$ cat config.mk
export PLATFORM = sky130hd
export DESIGN_NAME = boot_rom
export DESIGN_NICKNAME = d
export VERILOG_FILES = /design/src/soc_bus_pkg.sv /design/src/boot_rom.sv
export VERILOG_INCLUDE_DIRS = /design/src
export SDC_FILE = /design/constraint.sdc
export NUM_CORES = 1
export LEC_CHECK = 0
export ABC_CLOCK_PERIOD_IN_PS = 800
export BUFFER_PORTS_ARGS = -buffer_cell sky130_fd_sc_hd__buf_2
export CORE_MARGIN = 2
export CORE_UTILIZATION = 28
export CTS_BUF_LIST = sky130_fd_sc_hd__clkbuf_4 sky130_fd_sc_hd__clkbuf_8
export DETAILED_ROUTE_END_ITERATION = 16
export MAX_ROUTING_LAYER = met4
export PLACE_DENSITY_LB_ADDON = 0.15
export SYNTH_ARGS = -nofsm -noshare
export SYNTH_HDL_FRONTEND = slang
export SYNTH_SLANG_ARGS = --single-unit
$ cat constraint.sdc
create_clock -name clk_i -period 0.8 [get_ports clk_i]
set_input_delay 0 -clock clk_i [delete_from_list [all_inputs] [get_ports clk_i]]
set_output_delay 0 -clock clk_i [all_outputs]
set_load 0.005 [all_outputs]
$ cat src/soc_cfg.svh
// ------------------------------
// bus widths, region codes and fixed sizes for the whole SoC slice
// region code is the top address nibble, the rest is the offset
// ------------------------------
`ifndef SOC_CFG_SVH
`define SOC_CFG_SVH

// bus geometry
`define BUS_AW 32
`define BUS_DW 64

// top-nibble region codes
`define REGION_ROM   4'h1
`define REGION_CLINT 4'h2
`define REGION_L2    4'h8

// memory depths in 64-bit words
`define ROM_WORDS 256
`define L2_WORDS  1024

// debug request blanking after reset, in clk_i cycles
`define DMI_DEL_CYCLES 500

// rom word k holds this xor k in both halves
`define ROM_PATTERN 32'hb007_c0de

`endif
$ cat src/soc_bus_pkg.sv
// ------------------------------
// shared bus types for masters, decoder and targets
// address union needs BUS_AW of at least 5
// ------------------------------
`default_nettype none
`include "soc_cfg.svh"

package soc_bus_pkg;

  typedef logic [`BUS_DW-1:0]   bus_data_t;
  typedef logic [`BUS_DW/8-1:0] bus_be_t;

  // region nibble on top, byte offset below
  typedef struct packed {
    logic [3:0]         region;
    logic [`BUS_AW-5:0] offset;
  } bus_addr_fields_t;

  typedef union packed { logic [`BUS_AW-1:0] raw; bus_addr_fields_t fld; } bus_addr_u;

  // decoded target, NONE also covers rom writes
  typedef enum logic [1:0] {RGN_ROM, RGN_CLINT, RGN_L2, RGN_NONE} region_e;

endpackage

`default_nettype wire

$ cat src/boot_rom.sv
// ------------------------------
// pattern rom, word index from offset bits above the byte lane
// ------------------------------
`timescale 1ns/1ps
`default_nettype none
`include "soc_cfg.svh"

module boot_rom (
  input  logic                    clk_i,
  input  logic                    req_i,
  input  logic [`BUS_AW-5:0]      offset_i,
  output soc_bus_pkg::bus_data_t  rdata_o
);

  localparam int unsigned IdxW = $clog2(`ROM_WORDS);

  logic [IdxW-1:0] idx;
  logic [31:0]     word;

  assign idx  = offset_i[IdxW+2:3];
  assign word = `ROM_PATTERN ^ 32'(idx);

  always_ff @(posedge clk_i) begin
    if (req_i) begin
      rdata_o <= {word, word};
    end
  end

endmodule

`default_nettype wire

Word-level counts from Yosys, hierarchy flattened
Index checks and enable logic that the tools add are counted.
Word-level totals
  flip-flop bits (word level): 32
  output and inout bits: 64
  logic and storage cells: 2
Cells by class
  bitwise gates (word level): 1
Operators with widths (count)
  6-bit inverter with 14-bit output: 1

Logic depth before layout (Yosys ltp)
Gate-level depths: netlist of the first run.
  depth after elaboration: 1
  depth in mapped cells: 1
  gate-level depth less buffers: 1

Worst setup path before layout of the first run
No wires, ideal clock.
  kind: reg-to-output
  start: reg rdata_o[32]
  end: out rdata_o[32]
  arrival: 0.526 ns
  required time: 0.800 ns
  slack: 0.274 ns
  stages on the path, launching flop included: 2
  path buffers: 1
  path through: edfxtp_1 -> buf_4
RTL lines
  start, declared: RTL line boot_rom.sv:12  | output soc_bus_pkg::bus_data_t rdata_o
  start signal, assigned: RTL line boot_rom.sv:25  | rdata_o <= {word, word};
No word-level cell between the ends.

Worst setup path in the final report of the first run
  start: reg rdata_o[32]
  end: out rdata_o[32]
No word-level cell between the ends.

==> flow_metrics.tcl, run 1 <==
set metrics [dict create \
    path_clk_slew_ps 50 \
    regArea_sq_um 240 \
    fmax_mhz 1320 \
    power_leakage_nw 0.411 \
    core-area_sq_mm 0.00228 \
    drt-initial-drc-count 3 \
    cts_tree "yes" \
    status "finished, final reports clean" \
    grt.total_usage_pct 4.24 \
    drc 0 \
    crit_slowest_cell "edfxtp_1" \
    final_common_cell "conb_1" \
    drtPass1Iterations 3 \
    dp_hpwl_um 623 \
    drive_above_1_share_pct 28.6 \
    die_w_um 53.7 \
    worstPathRequired_ps 800 \
    top_register "rdata_o" \
    drv_slew 0 \
    worst_setup_path_end_kind "primary output" \
    hold_end "rdata_o[36]" \
    die_h_um 53.7 \
    top_regs "rdata_o (8)" \
    fin_crit_sh_pct 94.4 \
    cts_inserted_buffers 3 \
    cp_top_family "flip-flops" \
    antenna_left 0 \
    diodes 0 \
    rsz0062_at_grt "true" \
    viasPerCell 2.79 \
    critPathMaxFanout 2 \
    cts_root_buf "clkbuf_4" \
    syn-instance-count 72 \
    ys_warn_count 0 \
    min_from "req_i" \
    multi_input_area_sq_um 180 \
    first_global_vias 196 \
    io_buffer_count 25 \
    largest_reg_flops 8 \
    ys_types 4 \
    grt_max_degree 9 \
    yosysSeqAreaShare_pct 34.8 \
    grt_pass1_wl_um 759 \
    critical_path_class "flop to primary output" \
    placed_area_sq_um 603 \
    syn-cell-area_sq_um 691 \
    dieArea_sq_mm 0.00288 \
    syn_to_final_growth_pct 2.17 \
    arrival_ps 750 \
    hold_viol_final 0 \
    crit_chain "buf_2" \
    finalSetupViolCount 0 \
    place.gp.congestion 0.486 \
    initial_core_util_pct 30.3 \
    startpoint_type "flop" \
    cts-htree-levels 1 \
    final_cell_area_sq_um 706 \
    antenna_found_initial 0 \
    ir_worst_vdd_mv 0.617 \
    worst_hold_path_type "primary input to flop" \
    drv_cap 0 \
    hold_depth 1 \
    ys_ff_latch 8 \
    rows 17 \
    boundaryPins 94 \
    fillers 249 \
    wire_per_inst_um 5.83 \
    power.density_mw_per_mm2 1390 \
    period_needed_ps 755 \
    max_stage_delay_ps 370 \
    layout_common_cells "48 x conb_1, 25 x buf_2, 8 x dlygate4sd3_1, 8 x edfxtp_1, 6 x inv_1" \
    num_vias 352 \
    cts_setup_buffers 0 \
    nets 130 \
    finalSetupTns_ps 0 \
    clockBufferDepth 2 \
    cts.sinks 8 \
    wl_um 734 \
    gr-total-overflow 0 \
    crit_buf_inv 1 \
    avgSynthCellArea_sq_um 9.59 \
]
-- final cells by class --
type | instances | share of cell area (%)
multi-input cells | 48 | 25.5
inverters | 6 | 3.19
clock buffers | 3 | 3.19
repair buffers | 33 | 29.1
well taps | 28 | 4.96
flip-flops and latches | 8 | 34.0
-- report_power, final --
part | switching, mW | total [mW] | internal [mW]
Sequential | 0.0111 | 0.511 | 0.500
Clock | 0.114 | 0.284 | 0.170
Combinational | 0.102 | 0.184 | 0.0823
-- metrics by stage --
step | power, mW | instances | setup WS [ps] | hold slack, ps | utilization [%]
floorplan | 0.799 | 118 | 274 | 98.9 | -
global placement | 0.671 | 115 | 289 | 179 | 26.5
detailed placement | 0.669 | 115 | 294 | 178 | 26.5
CTS | 0.992 | 126 | 28.7 | 93.9 | 31.0
global route | 1.06 | 126 | -6.33 | 95.3 | 31.0
finish | 0.978 | 126 | 45.1 | 94.9 | 31.0
-- cells by family after synthesis --
| logic type | count (synthesis) | share of synthesized area, % |
|---|---|---|
| buffers and inverters | 62 | 64.1 |
| DFF | 8 | 34.8 |
| other | 2 | 1.09 |
-- cells in the mapped netlist --
cell,instances,area [sq um]
edfxtp_1,8,240
inv_1,6,22.5
buf_4,56,420
conb_1,2,7.51
-- metal layers --
layer  part of all wire, %  track usage (%)
met5                     0                -
met1                    26             2.54
met4                     0             6.41
met3                    23             1.67
met2                    51             7.11
-- what timing repair did --
item | 4_1_cts | 5_1_grt
resized for setup | 0 | 0
endpoints found under the setup margin | 0 | 2
hold buffers | 8 | 0
endpoints found under the hold margin | 8 | 0
-- worst max path at each step --
| stage | start | endpoint | slack (ps) | cells past startpoint |
|---|---|---|---|---|
| global route | rdata_o[32] | rdata_o[32] | -6 | 1 |
| detailed placement | req_i | rdata_o[32] | 290 | 1 |
| floorplan | rdata_o[32] | rdata_o[32] | 270 | 1 |
| global placement | req_i | rdata_o[32] | 290 | 1 |
| finish | rdata_o[32] | rdata_o[32] | 50 | 1 |
| CTS | rdata_o[32] | rdata_o[32] | 30 | 1 |
(Power assumes the default switching activity.)
==> inputs of run 2 (changes only) <==
--- a/config.mk
+++ b/config.mk
@@ -6,10 +6,10 @@
 export SDC_FILE = /design/constraint.sdc
 export NUM_CORES = 1
 export LEC_CHECK = 0
-export ABC_CLOCK_PERIOD_IN_PS = 800
+export ABC_CLOCK_PERIOD_IN_PS = 810
 export BUFFER_PORTS_ARGS = -buffer_cell sky130_fd_sc_hd__buf_2
 export CORE_MARGIN = 2
-export CORE_UTILIZATION = 28
+export CORE_UTILIZATION = 31
 export CTS_BUF_LIST = sky130_fd_sc_hd__clkbuf_4 sky130_fd_sc_hd__clkbuf_8
 export DETAILED_ROUTE_END_ITERATION = 16
 export MAX_ROUTING_LAYER = met4
==> constraint.sdc (replaced) <==
create_clock -name clk_i -period 0.81 [get_ports clk_i]
set_input_delay 0 -clock clk_i [delete_from_list [all_inputs] [get_ports clk_i]]
set_output_delay 0 -clock clk_i [all_outputs]
set_load 0.005 [all_outputs]
==> flow_metrics.tcl, run 2 (synthesized netlist as in run 1, its figures left out) <==
set metrics [dict create \
    status "finished, final reports clean" \
    wire_per_inst_um 5.78 \
    power_leakage_nw 0.411 \
    min_from "req_i" \
    drt-initial-drc-count 0 \
    ir_worst_vdd_mv 0.454 \
    rows 17 \
    diodes 0 \
    worst_setup_path_end_kind "primary output" \
    crit_slowest_cell "edfxtp_1" \
    arrival_ps 760 \
    fin_crit_sh_pct 93.4 \
    finalSetupTns_ps 0 \
    top_regs "rdata_o (8)" \
    critical_path_class "flop to primary output" \
    gr-total-overflow 0 \
    finalSetupViolCount 0 \
    power_uw 970 \
    path_clk_slew_ps 50 \
    fillers 239 \
    fmax_mhz 1320 \
    boundaryPins 94 \
    cts_setup_buffers 0 \
    period_needed_ps 756 \
    die_h_um 51.2 \
    nets 130 \
    die_w_um 51.2 \
    io_buffer_count 25 \
    top_register "rdata_o" \
    dp_hpwl_um 591 \
    antenna_left 0 \
    final_core_util_pct 32.8 \
    syn_to_final_growth_pct 2.17 \
    critPathMaxFanout 2 \
    hold_end "rdata_o[35]" \
    cts_resized 0 \
    num_vias 357 \
    antenna_found_initial 0 \
    max_stage_delay_ps 370 \
    core-area_sq_mm 0.00215 \
    crit_chain "buf_2" \
    rsz0062_at_grt "false" \
    place.gp.congestion 0.520 \
    worstPathRequired_ps 810 \
    crit_buf_inv 1 \
    startpoint_type "flop" \
    viasPerCell 2.83 \
    wl_um 728 \
    grt.total_usage_pct 4.75 \
    dieArea_sq_mm 0.00262 \
    grt_pass1_wl_um 828 \
    largest_reg_flops 8 \
    setup_ws_ps 53.8 \
    layout_common_cells "48 x conb_1, 25 x buf_2, 8 x dlygate4sd3_1, 8 x edfxtp_1, 6 x inv_1" \
    worst_hold_path_type "primary input to flop" \
    cts_tree "yes" \
    cp_top_family "flip-flops" \
    grt_max_degree 9 \
    cts-htree-levels 1 \
    final_common_cell "conb_1" \
    cts.sinks 8 \
    drive_above_1_share_pct 28.6 \
    first_global_vias 212 \
    cts_inserted_buffers 3 \
    drc 0 \
    drtPass1Iterations 1 \
    clockBufferDepth 2 \
    hold_viol_final 0 \
    initial_core_util_pct 32.1 \
    preCtsSetupSlack_ps 314 \
    power.density_mw_per_mm2 1370 \
    hold_depth 1 \
    drv_slew 0 \
    cts_root_buf "clkbuf_4" \
    drv_cap 0 \
]
[run 2: cell counts in the layout (fill, tap and decap cells not counted)]
Identical to the previous run, type by type.
[run 2: area by class of cell]
class	count	area, sq um	area share [%]
Sequential cell	8	240	34.0
Timing Repair Buffer	33	205	29.1
Multi-Input combinational cell	48	180	25.5
Tap cell	28	35.0	4.96
Clock buffer	3	22.5	3.19
Inverter	6	22.5	3.19
[run 2: per-stage QoR]
step,hold slack [ps],cell area (sq um),std cells
CTS,76.6,706,126
global route,102,706,126
detailed placement,180,603,115
finish,88.6,706,126
global placement,179,603,115
floorplan,98.9,863,118
[run 2: how the worst max path moves through the flow]
stage           startpoint           to  slack (ps)  depth (start not counted)
6_report       rdata_o[34]  rdata_o[34]          50                          1
5_1_grt        rdata_o[34]  rdata_o[34]           8                          1
4_1_cts        rdata_o[34]  rdata_o[34]          40                          1
3_5_place_dp   rdata_o[34]  rdata_o[34]         310                          1
3_3_place_gp         req_i   rdata_o[7]         300                          1
2_1_floorplan  rdata_o[32]  rdata_o[32]         280                          1
[run 2: per-layer routing]
layer / vias to the layer above / wire [um] / global-route usage, %
met2: 42 / 340 / 7.36
li1: 164 / - / -
met5: - / 0 / -
met3: 2 / 174 / 2.34
met1: 149 / 197 / 3.80
met4: 0 / 16 / 5.41
[run 2: timing repair]
| action | CTS | global route |
|---|---|---|
| setup endpoints to repair | 0 | 0 |
| hold buffers | 8 | 0 |
| hold endpoints to repair | 8 | 0 |
[run 2: power breakdown]
group	internal (mW)	switching [mW]	total, mW	leakage (nW)
combinational	0.0813	0.100	0.181	0.319
sequential	0.494	0.0113	0.505	0.0783
clock	0.168	0.116	0.284	0.0138
==> inputs of run 3 (changes only) <==
--- a/config.mk
+++ b/config.mk
@@ -7,11 +7,11 @@
 export NUM_CORES = 1
 export LEC_CHECK = 0
 export ABC_CLOCK_PERIOD_IN_PS = 810
-export BUFFER_PORTS_ARGS = -buffer_cell sky130_fd_sc_hd__buf_2
 export CORE_MARGIN = 2
-export CORE_UTILIZATION = 31
+export CORE_UTILIZATION = 40
 export CTS_BUF_LIST = sky130_fd_sc_hd__clkbuf_4 sky130_fd_sc_hd__clkbuf_8
 export DETAILED_ROUTE_END_ITERATION = 16
+export DONT_BUFFER_PORTS = 1
 export MAX_ROUTING_LAYER = met4
 export PLACE_DENSITY_LB_ADDON = 0.15
 export SYNTH_ARGS = -nofsm -noshare
==> flow_metrics.tcl, run 3 (synthesized netlist as in run 1, its figures left out) <==
set metrics [dict create \
    boundaryPins 94 \
    grt.total_usage_pct 6.60 \
    hold_viol_final 8 \
    power.share.sequential_pct 59.8 \
    cts_root_buf "clkbuf_4" \
    core-area_sq_mm 0.00167 \
    drv_slew 0 \
    final_cell_area_sq_um 567 \
    comb_power_share_pct 10.2 \
    power_leakage_nw 0.313 \
    whs_ps -126 \
    rows 15 \
    top_register "rdata_o" \
    wl_um 724 \
    drive_above_1_share_pct 4.11 \
    critPathMaxFanout 2 \
    worst_setup_path_end_kind "primary output" \
    initial_core_util_pct 41.3 \
    startpoint_type "flop" \
    dieArea_sq_mm 0.00208 \
    final_common_cell "conb_1" \
    cts_inserted_buffers 3 \
    nets 105 \
    worstPathRequired_ps 810 \
    dp_hpwl_um 593 \
    grt_pass1_wl_um 862 \
    rsz0062_at_grt "false" \
    gr-total-overflow 0 \
    cts.sinks 8 \
    diodes 0 \
    drtPass1Iterations 2 \
    placed_area_sq_um 464 \
    stdcell_count 90 \
    top_regs "rdata_o (8)" \
    largest_reg_flops 8 \
    antenna_found_initial 0 \
    syn_to_final_growth_pct -17.9 \
    cts-htree-levels 1 \
    die_w_um 45.6 \
    power.density_mw_per_mm2 1560 \
    power_frac_clock_pct 30.0 \
    first_global_vias 206 \
    fillers 163 \
    io_buffer_count 0 \
    critical_path_class "flop to primary output" \
    finalSetupViolCount 0 \
    antenna_left 0 \
    ctsHoldBuffers 8 \
    multi_input_area_sq_um 180 \
    arrival_ps 670 \
    cts_resized 0 \
    swShare_pct 21.9 \
    drt-initial-drc-count 1 \
    violations "hold timing" \
    wire_per_inst_um 8.04 \
    finalSetupTns_ps 0 \
    status "finished, violations left" \
    worst_hold_path_type "primary input to flop" \
    place_inst 79 \
    p_int_uw 691 \
    path_clk_slew_ps 50 \
    drv_cap 0 \
    period_needed_ps 674 \
    place.gp.congestion 0.564 \
    die_h_um 45.6 \
    layout_common_cells "48 x conb_1, 8 x dlygate4sd3_1, 8 x edfxtp_1" \
    ir_worst_vdd_mv 0.512 \
    num_vias 272 \
    p_sw_uw 194 \
    drc 0 \
    cts_setup_buffers 0 \
    cts_tree "yes" \
    fmax_mhz 1480 \
    grt_max_degree 9 \
    regArea_sq_um 240 \
    viasPerCell 3.02 \
    clockBufferDepth 2 \
    fin_crit_sh_pct 83.2 \
    power_uw 885 \
]
[run 3: cell types whose count changed in the layout (fill, tap and decap cells not counted)]
cell	change
buf_2	-25
[run 3: power groups by stage]
| stage | Clock (mW) | Sequential [mW] | Combinational (mW) |
|---|---|---|---|
| floorplan | 0 | 0.521 | 0.268 |
| global placement | 0 | 0.539 | 0.0542 |
| detailed placement | 0 | 0.538 | 0.0547 |
| CTS | 0.275 | 0.531 | 0.0851 |
| global route | 0.298 | 0.534 | 0.109 |
| finish | 0.266 | 0.529 | 0.0901 |
[run 3: path summary, 6_finish.rpt]
| check | startpoint | endpoint | cells after the start |
|---|---|---|---|
| max | rdata_o[38] | rdata_o[6] | 0 |
| min | req_i | rdata_o[35] | 0 |
[run 3: per-layer routing]
layer,vias to the layer above,GRT usage [%],wire length (um),part of all wire (%)
met1,126,3.95,135,19
met4,0,7.06,0,0
met3,0,4.37,154,21
met2,32,11.0,433,60
met5,-,-,0,0
li1,114,-,-,-
[run 3: through the flow]
stage,utilization [%],setup slack (ps)
5_1_grt,33.9,107
3_3_place_gp,27.8,382
6_report,33.9,136
2_1_floorplan,-,284
4_1_cts,33.9,126
3_5_place_dp,27.8,382
[run 3: final cells by class]
| type | count | area share, % |
|---|---|---|
| inverter | 6 | 3.97 |
| clock buffer | 3 | 3.97 |
| multi-input combinational | 48 | 31.8 |
| tap | 17 | 3.75 |
| sequential | 8 | 42.4 |
| timing repair buffer | 8 | 14.1 |
